[src/s16_pkg.sv]
/* Shared widths, register map and latch states for the game-board glue logic.
   Modules refer to these by scoped names. */
package s16_pkg;

    // CPU bus and register widths
    localparam int DATA_W      = 8;
    localparam int REG_ADDR_W  = 2;
    localparam int TILE_BANK_W = 6;

    // CPU-visible register map
    typedef enum logic [REG_ADDR_W-1:0] {
        REG_CTRL      = 2'd0,
        REG_TILE_BANK = 2'd1,
        REG_SND_LATCH = 2'd2,
        REG_STATUS    = 2'd3
    } cfg_reg_e;

    // Control register bit positions
    localparam int CTRL_FLIP_BIT  = 0;
    localparam int CTRL_VIDEO_BIT = 1;
    localparam int CTRL_SOUND_BIT = 2;

    // Sound command latch occupancy
    typedef enum logic {
        LATCH_EMPTY = 1'b0,
        LATCH_FULL  = 1'b1
    } latch_state_e;

    // Control byte as seen by the CPU and the debug readout
    function automatic logic [DATA_W-1:0] ctrl_byte(
        input logic flip,
        input logic video_en,
        input logic sound_en
    );
        logic [DATA_W-1:0] b;
        b                 = '0;
        b[CTRL_FLIP_BIT]  = flip;
        b[CTRL_VIDEO_BIT] = video_en;
        b[CTRL_SOUND_BIT] = sound_en;
        return b;
    endfunction

endpackage

[src/s16_bus_if.sv]
/* Main CPU register bus, bound to the top-level pins and served by the
   configuration register block. Read data follows a read by one cycle. */
`timescale 1ns/100ps

interface s16_bus_if;

    logic                             cs;
    logic                             wr;
    logic [s16_pkg::REG_ADDR_W-1:0]   addr;
    logic [s16_pkg::DATA_W-1:0]       din;
    logic [s16_pkg::DATA_W-1:0]       dout;

    // CPU side
    modport host (
        output cs, wr, addr, din,
        input  dout
    );

    // Register block side
    modport regs (
        input  cs, wr, addr, din,
        output dout
    );

endinterface

[src/s16_cen.sv]
/* Clock-enable generator for CPU, pixel and sound timing.
   Each enable is a one-cycle pulse every DIV clocks. */
`timescale 1ns/100ps

module s16_cen #(
    parameter int CPU_DIV = 2,
    parameter int PXL_DIV = 4,
    parameter int SND_DIV = 8
) (
    input  logic clk,
    input  logic reset,
    output logic cpu_cen,
    output logic pxl_cen,
    output logic snd_cen
);

    localparam int NUM_CEN = 3;

    logic [NUM_CEN-1:0] cen;

    genvar i;
    generate
        for (i = 0; i < NUM_CEN; i++) begin : g_div
            // Divisor picked per slot independently of the others
            localparam int DIV   = (i == 0) ? CPU_DIV : (i == 1) ? PXL_DIV : SND_DIV;
            localparam int CNT_W = (DIV > 1) ? $clog2(DIV) : 1;

            logic [CNT_W-1:0] cnt;

            always_ff @(posedge clk) begin
                if (reset || cnt == CNT_W'(DIV - 1)) begin
                    cnt <= '0;
                end else begin
                    cnt <= cnt + 1'b1;
                end
            end

            // Counter sits at zero in reset, so the pulse stays low
            assign cen[i] = (cnt == CNT_W'(DIV - 1));
        end
    endgenerate

    assign cpu_cen = cen[0];
    assign pxl_cen = cen[1];
    assign snd_cen = cen[2];

endmodule

[src/s16_cfg_regs.sv]
/* CPU-writable board configuration: flip, video and sound enables, tile bank.
   Also forwards sound command writes and serves registered readback. */
`timescale 1ns/100ps

module s16_cfg_regs (
    input  logic                              clk,
    input  logic                              reset,
    s16_bus_if.regs                           bus,
    input  logic                              pbf,
    input  logic [s16_pkg::DATA_W-1:0]        latch_dout,
    output logic                              latch_wr,
    output logic [s16_pkg::DATA_W-1:0]        latch_data,
    output logic                              flip,
    output logic                              video_en,
    output logic                              sound_en,
    output logic [s16_pkg::TILE_BANK_W-1:0]   tile_bank
);

    s16_pkg::cfg_reg_e             reg_sel;
    logic [s16_pkg::DATA_W-1:0]    rd_data;

    assign reg_sel = s16_pkg::cfg_reg_e'(bus.addr);

    // Register writes and the latch strobe one cycle after the bus write
    always_ff @(posedge clk) begin
        if (reset) begin
            flip      <= 1'b0;
            video_en  <= 1'b0;
            sound_en  <= 1'b0;
            tile_bank <= '0;
            latch_wr  <= 1'b0;
        end else begin
            latch_wr <= 1'b0;
            if (bus.cs && bus.wr) begin
                case (reg_sel)
                    s16_pkg::REG_CTRL: begin
                        flip     <= bus.din[s16_pkg::CTRL_FLIP_BIT];
                        video_en <= bus.din[s16_pkg::CTRL_VIDEO_BIT];
                        sound_en <= bus.din[s16_pkg::CTRL_SOUND_BIT];
                    end
                    s16_pkg::REG_TILE_BANK: tile_bank <= bus.din[s16_pkg::TILE_BANK_W-1:0];
                    s16_pkg::REG_SND_LATCH: latch_wr  <= 1'b1;
                    default: ;
                endcase
            end
        end
    end

    // Command byte travels with the strobe
    always_ff @(posedge clk) begin
        if (bus.cs && bus.wr && reg_sel == s16_pkg::REG_SND_LATCH) begin
            latch_data <= bus.din;
        end
    end

    always_comb begin
        rd_data = '0;
        case (reg_sel)
            s16_pkg::REG_CTRL:      rd_data = s16_pkg::ctrl_byte(flip, video_en, sound_en);
            s16_pkg::REG_TILE_BANK: rd_data[s16_pkg::TILE_BANK_W-1:0] = tile_bank;
            s16_pkg::REG_SND_LATCH: rd_data = latch_dout;
            s16_pkg::REG_STATUS:    rd_data[0] = pbf;
            default:                rd_data = '0;
        endcase
    end

    // Read data holds until the next read
    always_ff @(posedge clk) begin
        if (bus.cs && !bus.wr) begin
            bus.dout <= rd_data;
        end
    end

endmodule

[src/s16_snd_latch.sv]
/* Main-to-sound command latch. Raises the sound interrupt while a command
   waits and clears it on the sound side's acknowledge. */
`timescale 1ns/100ps

module s16_snd_latch (
    input  logic                          clk,
    input  logic                          reset,
    input  logic                          sound_en,
    input  logic                          latch_wr,
    input  logic [s16_pkg::DATA_W-1:0]    latch_data,
    input  logic                          snd_ack,
    output logic [s16_pkg::DATA_W-1:0]    latch_dout,
    output logic                          snd_irqn,
    output logic                          pbf
);

    s16_pkg::latch_state_e state;

    // Sound CPU held in reset while sound_en is low
    always_ff @(posedge clk) begin
        if (reset || !sound_en) begin
            state <= s16_pkg::LATCH_EMPTY;
        end else begin
            case (state)
                s16_pkg::LATCH_EMPTY: begin
                    if (latch_wr) begin
                        state <= s16_pkg::LATCH_FULL;
                    end
                end
                s16_pkg::LATCH_FULL: begin
                    // A new command overrides a simultaneous ack
                    if (!latch_wr && snd_ack) begin
                        state <= s16_pkg::LATCH_EMPTY;
                    end
                end
                default: state <= s16_pkg::LATCH_EMPTY;
            endcase
        end
    end

    // Unacknowledged commands are simply overwritten
    always_ff @(posedge clk) begin
        if (latch_wr) begin
            latch_dout <= latch_data;
        end
    end

    assign pbf      = (state == s16_pkg::LATCH_FULL);
    assign snd_irqn = ~pbf;

endmodule

[src/s16_gfx_bank.sv]
/* Graphics ROM address adjust between the video renderer and memory.
   Banks and gates the object address, flips character rows. */
`timescale 1ns/100ps

module s16_gfx_bank #(
    parameter int OBJ_ADDR_W  = 16,
    parameter int CHAR_ADDR_W = 12
) (
    input  logic                                       clk,
    input  logic                                       reset,
    input  logic                                       video_en,
    input  logic                                       flip,
    input  logic [s16_pkg::TILE_BANK_W-1:0]            tile_bank,
    input  logic [OBJ_ADDR_W-1:0]                      pre_obj_addr,
    input  logic                                       pre_obj_cs,
    input  logic [CHAR_ADDR_W-1:0]                     pre_char_addr,
    output logic [s16_pkg::TILE_BANK_W+OBJ_ADDR_W-1:0] obj_addr,
    output logic                                       obj_cs,
    output logic [CHAR_ADDR_W-1:0]                     char_addr
);

    // Lowest three bits select the row inside a character
    localparam int ROW_W = 3;

    always_ff @(posedge clk) begin
        if (reset) begin
            obj_cs <= 1'b0;
        end else begin
            obj_cs <= pre_obj_cs & video_en;
        end
    end

    always_ff @(posedge clk) begin
        obj_addr  <= {tile_bank, pre_obj_addr};
        char_addr <= {pre_char_addr[CHAR_ADDR_W-1:ROW_W],
                      pre_char_addr[ROW_W-1:0] ^ {ROW_W{flip}}};
    end

endmodule

[src/s16_status.sv]
/* Debug readout selected by st_addr, registered one cycle.
   Unmapped addresses read as zero. */
`timescale 1ns/100ps

module s16_status (
    input  logic                              clk,
    input  logic                              reset,
    input  logic [7:0]                        st_addr,
    input  logic                              flip,
    input  logic                              video_en,
    input  logic                              sound_en,
    input  logic [s16_pkg::TILE_BANK_W-1:0]   tile_bank,
    input  logic [s16_pkg::DATA_W-1:0]        latch_dout,
    input  logic [s16_pkg::DATA_W-1:0]        game_id,
    output logic [s16_pkg::DATA_W-1:0]        st_dout
);

    logic [s16_pkg::DATA_W-1:0] mux;

    always_comb begin
        mux = '0;
        case (st_addr[7:4])
            4'h0: mux = s16_pkg::ctrl_byte(flip, video_en, sound_en);
            4'h1: begin
                case (st_addr[3:0])
                    4'h0:    mux = latch_dout;
                    4'h1:    mux[s16_pkg::TILE_BANK_W-1:0] = tile_bank;
                    4'h2:    mux = game_id;
                    default: mux = '0;
                endcase
            end
            default: mux = '0;
        endcase
    end

    always_ff @(posedge clk) begin
        if (reset) begin
            st_dout <= '0;
        end else begin
            st_dout <= mux;
        end
    end

endmodule

[src/s16_game.sv]
/* Game-board glue top level with plain pins for the CPU, sound, video and debug
   sides. Sets the divider and address-width parameters for the blocks below. */
`timescale 1ns/100ps

module s16_game #(
    parameter int CPU_DIV     = 2,
    parameter int PXL_DIV     = 4,
    parameter int SND_DIV     = 8,
    parameter int OBJ_ADDR_W  = 16,
    parameter int CHAR_ADDR_W = 12
) (
    input  logic                                       clk,
    input  logic                                       reset,
    // Main CPU bus
    input  logic                                       cpu_cs,
    input  logic                                       cpu_wr,
    input  logic [s16_pkg::REG_ADDR_W-1:0]             cpu_addr,
    input  logic [s16_pkg::DATA_W-1:0]                 cpu_din,
    output logic [s16_pkg::DATA_W-1:0]                 cpu_dout,
    input  logic [s16_pkg::DATA_W-1:0]                 game_id,
    // Sound CPU side
    input  logic                                       snd_ack,
    output logic [s16_pkg::DATA_W-1:0]                 snd_latch,
    output logic                                       snd_irqn,
    // Graphics ROM addresses before and after adjust
    input  logic [OBJ_ADDR_W-1:0]                      pre_obj_addr,
    input  logic                                       pre_obj_cs,
    input  logic [CHAR_ADDR_W-1:0]                     pre_char_addr,
    output logic [s16_pkg::TILE_BANK_W+OBJ_ADDR_W-1:0] obj_addr,
    output logic                                       obj_cs,
    output logic [CHAR_ADDR_W-1:0]                     char_addr,
    // Debug readout
    input  logic [7:0]                                 st_addr,
    output logic [s16_pkg::DATA_W-1:0]                 st_dout,
    // Clock enables
    output logic                                       cpu_cen,
    output logic                                       pxl_cen,
    output logic                                       snd_cen
);

    logic                              latch_wr;
    logic [s16_pkg::DATA_W-1:0]        latch_data;
    logic [s16_pkg::DATA_W-1:0]        latch_dout;
    logic                              pbf;
    logic                              flip, video_en, sound_en;
    logic [s16_pkg::TILE_BANK_W-1:0]   tile_bank;

    s16_bus_if bus ();

    // CPU pins onto the register bus
    assign bus.cs   = cpu_cs;
    assign bus.wr   = cpu_wr;
    assign bus.addr = cpu_addr;
    assign bus.din  = cpu_din;
    assign cpu_dout = bus.dout;

    assign snd_latch = latch_dout;

    s16_cen #(
        .CPU_DIV    ( CPU_DIV   ),
        .PXL_DIV    ( PXL_DIV   ),
        .SND_DIV    ( SND_DIV   )
    ) u_cen (
        .clk        ( clk       ),
        .reset      ( reset     ),
        .cpu_cen    ( cpu_cen   ),
        .pxl_cen    ( pxl_cen   ),
        .snd_cen    ( snd_cen   )
    );

    s16_cfg_regs u_regs (
        .clk        ( clk        ),
        .reset      ( reset      ),
        .bus        ( bus        ),
        .pbf        ( pbf        ),
        .latch_dout ( latch_dout ),
        .latch_wr   ( latch_wr   ),
        .latch_data ( latch_data ),
        .flip       ( flip       ),
        .video_en   ( video_en   ),
        .sound_en   ( sound_en   ),
        .tile_bank  ( tile_bank  )
    );

    s16_snd_latch u_latch (
        .clk        ( clk        ),
        .reset      ( reset      ),
        .sound_en   ( sound_en   ),
        .latch_wr   ( latch_wr   ),
        .latch_data ( latch_data ),
        .snd_ack    ( snd_ack    ),
        .latch_dout ( latch_dout ),
        .snd_irqn   ( snd_irqn   ),
        .pbf        ( pbf        )
    );

    s16_gfx_bank #(
        .OBJ_ADDR_W    ( OBJ_ADDR_W    ),
        .CHAR_ADDR_W   ( CHAR_ADDR_W   )
    ) u_gfx (
        .clk           ( clk           ),
        .reset         ( reset         ),
        .video_en      ( video_en      ),
        .flip          ( flip          ),
        .tile_bank     ( tile_bank     ),
        .pre_obj_addr  ( pre_obj_addr  ),
        .pre_obj_cs    ( pre_obj_cs    ),
        .pre_char_addr ( pre_char_addr ),
        .obj_addr      ( obj_addr      ),
        .obj_cs        ( obj_cs        ),
        .char_addr     ( char_addr     )
    );

    s16_status u_status (
        .clk        ( clk        ),
        .reset      ( reset      ),
        .st_addr    ( st_addr    ),
        .flip       ( flip       ),
        .video_en   ( video_en   ),
        .sound_en   ( sound_en   ),
        .tile_bank  ( tile_bank  ),
        .latch_dout ( latch_dout ),
        .game_id    ( game_id    ),
        .st_dout    ( st_dout    )
    );

endmodule

[config.mk]
export PLATFORM = sky130hd
export DESIGN_NAME = s16_game
export DESIGN_NICKNAME = d
export VERILOG_FILES = /design/src/s16_pkg.sv /design/src/s16_bus_if.sv /design/src/s16_cen.sv /design/src/s16_cfg_regs.sv /design/src/s16_snd_latch.sv /design/src/s16_gfx_bank.sv /design/src/s16_status.sv /design/src/s16_game.sv
export SDC_FILE = /design/constraint.sdc
export NUM_CORES = 1
export LEC_CHECK = 0
export ABC_AREA = 1
export BUFFER_PORTS_ARGS = -buffer_cell sky130_fd_sc_hd__buf_2
export CAP_MARGIN = 5
export CORE_UTILIZATION = 46
export CTS_CLUSTER_DIAMETER = 50
export DETAILED_ROUTE_END_ITERATION = 10
export PLACE_DENSITY = 0.82
export SLEW_MARGIN = 20
export SYNTH_ARGS = -nofsm -noshare
export SYNTH_HDL_FRONTEND = slang
export SYNTH_HIERARCHICAL = 1
export SYNTH_SLANG_ARGS = --single-unit
export TNS_END_PERCENT = 20
[constraint.sdc]
create_clock -name clk -period 1.85 [get_ports clk]
set_input_delay 0.37 -clock clk [delete_from_list [all_inputs] [get_ports clk]]
set_output_delay 0.37 -clock clk [all_outputs]
set_load 0.01 [all_outputs]
==> impl_results.md <==
- CP max-delay cell: dfxtp_1
- Worst hold path class: input pin to flop
- Setup Fix Bufs, Post-CTS: 0
- P_sw: 0.784 mW
- First-pass GRT wire length: 9300 µm
- Sequential share of power: 58.0%
- Most frequent cell on the critical path: ha_1
- DP HPWL: 4370 µm
- CP endpoint kind: output port
- DRC Markers: 0
- Worst slew pin tran: 0.456 ns
- DR vias/cell: 4.65
- Routed Antenna Nets: 0
- Largest net degree at the start of global routing: 14
- I/O pin total: 123
- Max-slew violation count: 0
- CTS tree: done
- Total gr overflow: 0
- Worst Skew: 0.00944 ns
- Sw Ratio: 22.8%
- Pleak: 1.79 nW
- Combinational Power Share: 7.8%
- CTS root buf: clkbuf_8
- Post-Syn Area: 0.00278 mm²
- Hold buffers post-CTS: 0
- Final nets: 471
- 1st-iter DRT viols: 96
- Final period utilization: 84.2%
- Critical Path Source Type: flop
- VDD IR-drop max: 0.000535 V
- Reg2reg setup slack: 0.88 ns
- DIE AREA: 0.00636 mm²
- Netlist cell types: 21
- Mapped Nets: 337
- Post-Syn Instances: 274
- Core Area: 0.00568 mm²
- Initial antenna violation count: 0
- Fin Setup TNS: 0 ns
- Final setup viols: 0
- Count of input and output buffers: 122
- Post-synthesis register bit count: 84
- Max Freq: 642 MHz
- Gates resized, CTS repair: 0
- Worst path cell trace: ha_1 -> ha_1 -> buf_2
- GPL Wtd Cong: 0.817
- Via count of the first global-routing pass: 2,183
- Worst slew margin: 69.6%
- Unrepaired setup endpoints after global routing: no
- Row cnt: 27
- Layout area overhead: 31.8%
- Post-Route Utilization: 64.6%
- Clock buffer depth: 2
- Sequential area share after synthesis: 69.1%
- GRT Total Usage: 19.5%
- Post-Route WL: 5750 µm
- Clk_lat worst skew: 0.34 ns
- Hold Fails Final Rpt: 0
- Routed len/inst: 11.9 µm
- Clock group share of total power: 34.1%
- Tmin final: 1.56 ns
- H-tree depth: 3
- Antenna Diode Count: 0
- Pwr dens: 936 mW/mm²
- Placed Cells: 469
- Status: completed
- Most frequent cells in the layout: 122 x buf_2, 65 x nand2_1, 60 x dfxtp_1, 34 x nor2_1, 30 x inv_1
- Die height: 79.8 µm
- Worst Path Class, Setup: flop to output port
- Arr. time, crit path: 1.19 ns
- Critical path's top delay family: adder cells
- CP Buf/Inv Count: 1
- Initial Util: 49.0%
- Design internal power: 2.65 mW
- Worst Path Required: 1.48 ns
- Clock slew at reported path FFs: 0.08 ns
- Drt pass-1 iters: 4
- Ys Warns: 6
- Die width: 79.8 µm
- Number of max-cap violations: 0
- Fin Hold WS: 0.127 ns
- Routed via count: 2,255
- CP max stage delay: 0.32 ns
- Crit path max fanout: 2
- Final Instance Count excl. Fillers: 485
- Commonest non-fill, non-tap cell in the layout: buf_2
- Clk sink count: 84
- Synthesized area per cell: 10.2 µm²
- Num CTS Buffers: 9
- Ratio of cells with drive above 1 in the final layout: 37.5%
-- power by group through the flow --
stage               clock network (mW)  logic [mW]  registers (mW)
global placement                     0       0.259            2.03
CTS                               1.21       0.270            1.99
detailed placement                   0       0.269            2.04
global route                      1.28       0.301            2.00
finish                            1.17       0.268            1.99
floorplan                            0      0.0983            2.06
-- layout make-up --
type	count	area (µm²)
clock inverter	3	20.0
tap	72	90.1
fill	472	2010
sequential	84	1920
inverter	37	139
clock buffer	13	160
multi-input combinational	152	711
timing repair buffer	124	626
-- synthesized netlist by cell type --
library cell | count | area, µm²
a21oi_1 | 5 | 25.0
nand3_1 | 28 | 140
nor2_4 | 2 | 22.5
nor3_1 | 2 | 10.0
nand4_1 | 1 | 6.26
nor2_2 | 3 | 18.8
inv_2 | 6 | 22.5
ha_1 | 3 | 37.5
nand2_2 | 2 | 12.5
nand2_1 | 65 | 244
inv_1 | 30 | 113
clkinv_1 | 1 | 3.75
or2_1 | 1 | 6.26
nor3_4 | 1 | 16.3
o21ai_0 | 1 | 5.00
nor3_2 | 3 | 30.0
a21oi_2 | 1 | 8.76
nor2_1 | 34 | 128
edfxtp_1 | 24 | 721
buf_6 | 1 | 11.3
dfxtp_1 | 60 | 1200
-- cells by family (layout without fill, tap and decap cells) --
kind of cell,count (synthesis),after routing,share of synthesized area (%)
AND/OR/NAND/NOR,142,142,22.8
flip-flops,84,84,69.1
buffers and inverters,38,177,5.40
AO/OA/AOI/OAI,7,7,1.39
adder cells (fa/ha/maj),3,3,1.35
-- metrics by stage --
step | worst slack [ns] | cell area [µm²] | power (mW)
after floorplan | 0.445 | 2780 | 2.16
after global placement | 0.444 | 3490 | 2.29
after detailed placement | 0.424 | 3490 | 2.30
after CTS | 0.261 | 3670 | 3.48
after global routing | 0.224 | 3670 | 3.58
final | 0.293 | 3670 | 3.43
-- routing by layer --
layer | vias to the layer above | wire length (µm) | track usage, %
met2 | 91 | 2860 | 33.8
met4 | 0 | 121 | 10.5
met1 | 1020 | 2330 | 22.1
met3 | 11 | 438 | 4.57
met5 | - | 0 | 0
li1 | 1133 | - | -
-- state kept, by name, indices dropped and copies added (netlist names), 5 cells and up --
register,cells
u_gfx/char_addr,12
u_regs/latch_data,8
u_cen/g_div.cnt,5
u_regs/tile_bank,6
u_latch/latch_dout,8
u_status/st_dout,8
u_regs/bus.dout,8
u_gfx/obj_addr,22
-- path summary, 6_finish.rpt --
kind / to / depth (start not counted) / startpoint
max: snd_cen / 3 / u_cen/g_div[2].cnt[0]$_SDFF_PP0_
min: u_gfx/obj_addr[2]$_DFF_P_ / 1 / pre_obj_addr[2]
max reg2reg: u_cen/g_div[2].cnt[1]$_SDFF_PP0_ / 5 / u_cen/g_div[2].cnt[0]$_SDFF_PP0_
min reg2reg: u_gfx/obj_addr[20]$_DFF_P_ / 0 / u_regs/tile_bank[4]$_SDFFE_PP0P_
Power figures use the tool's default switching activity.
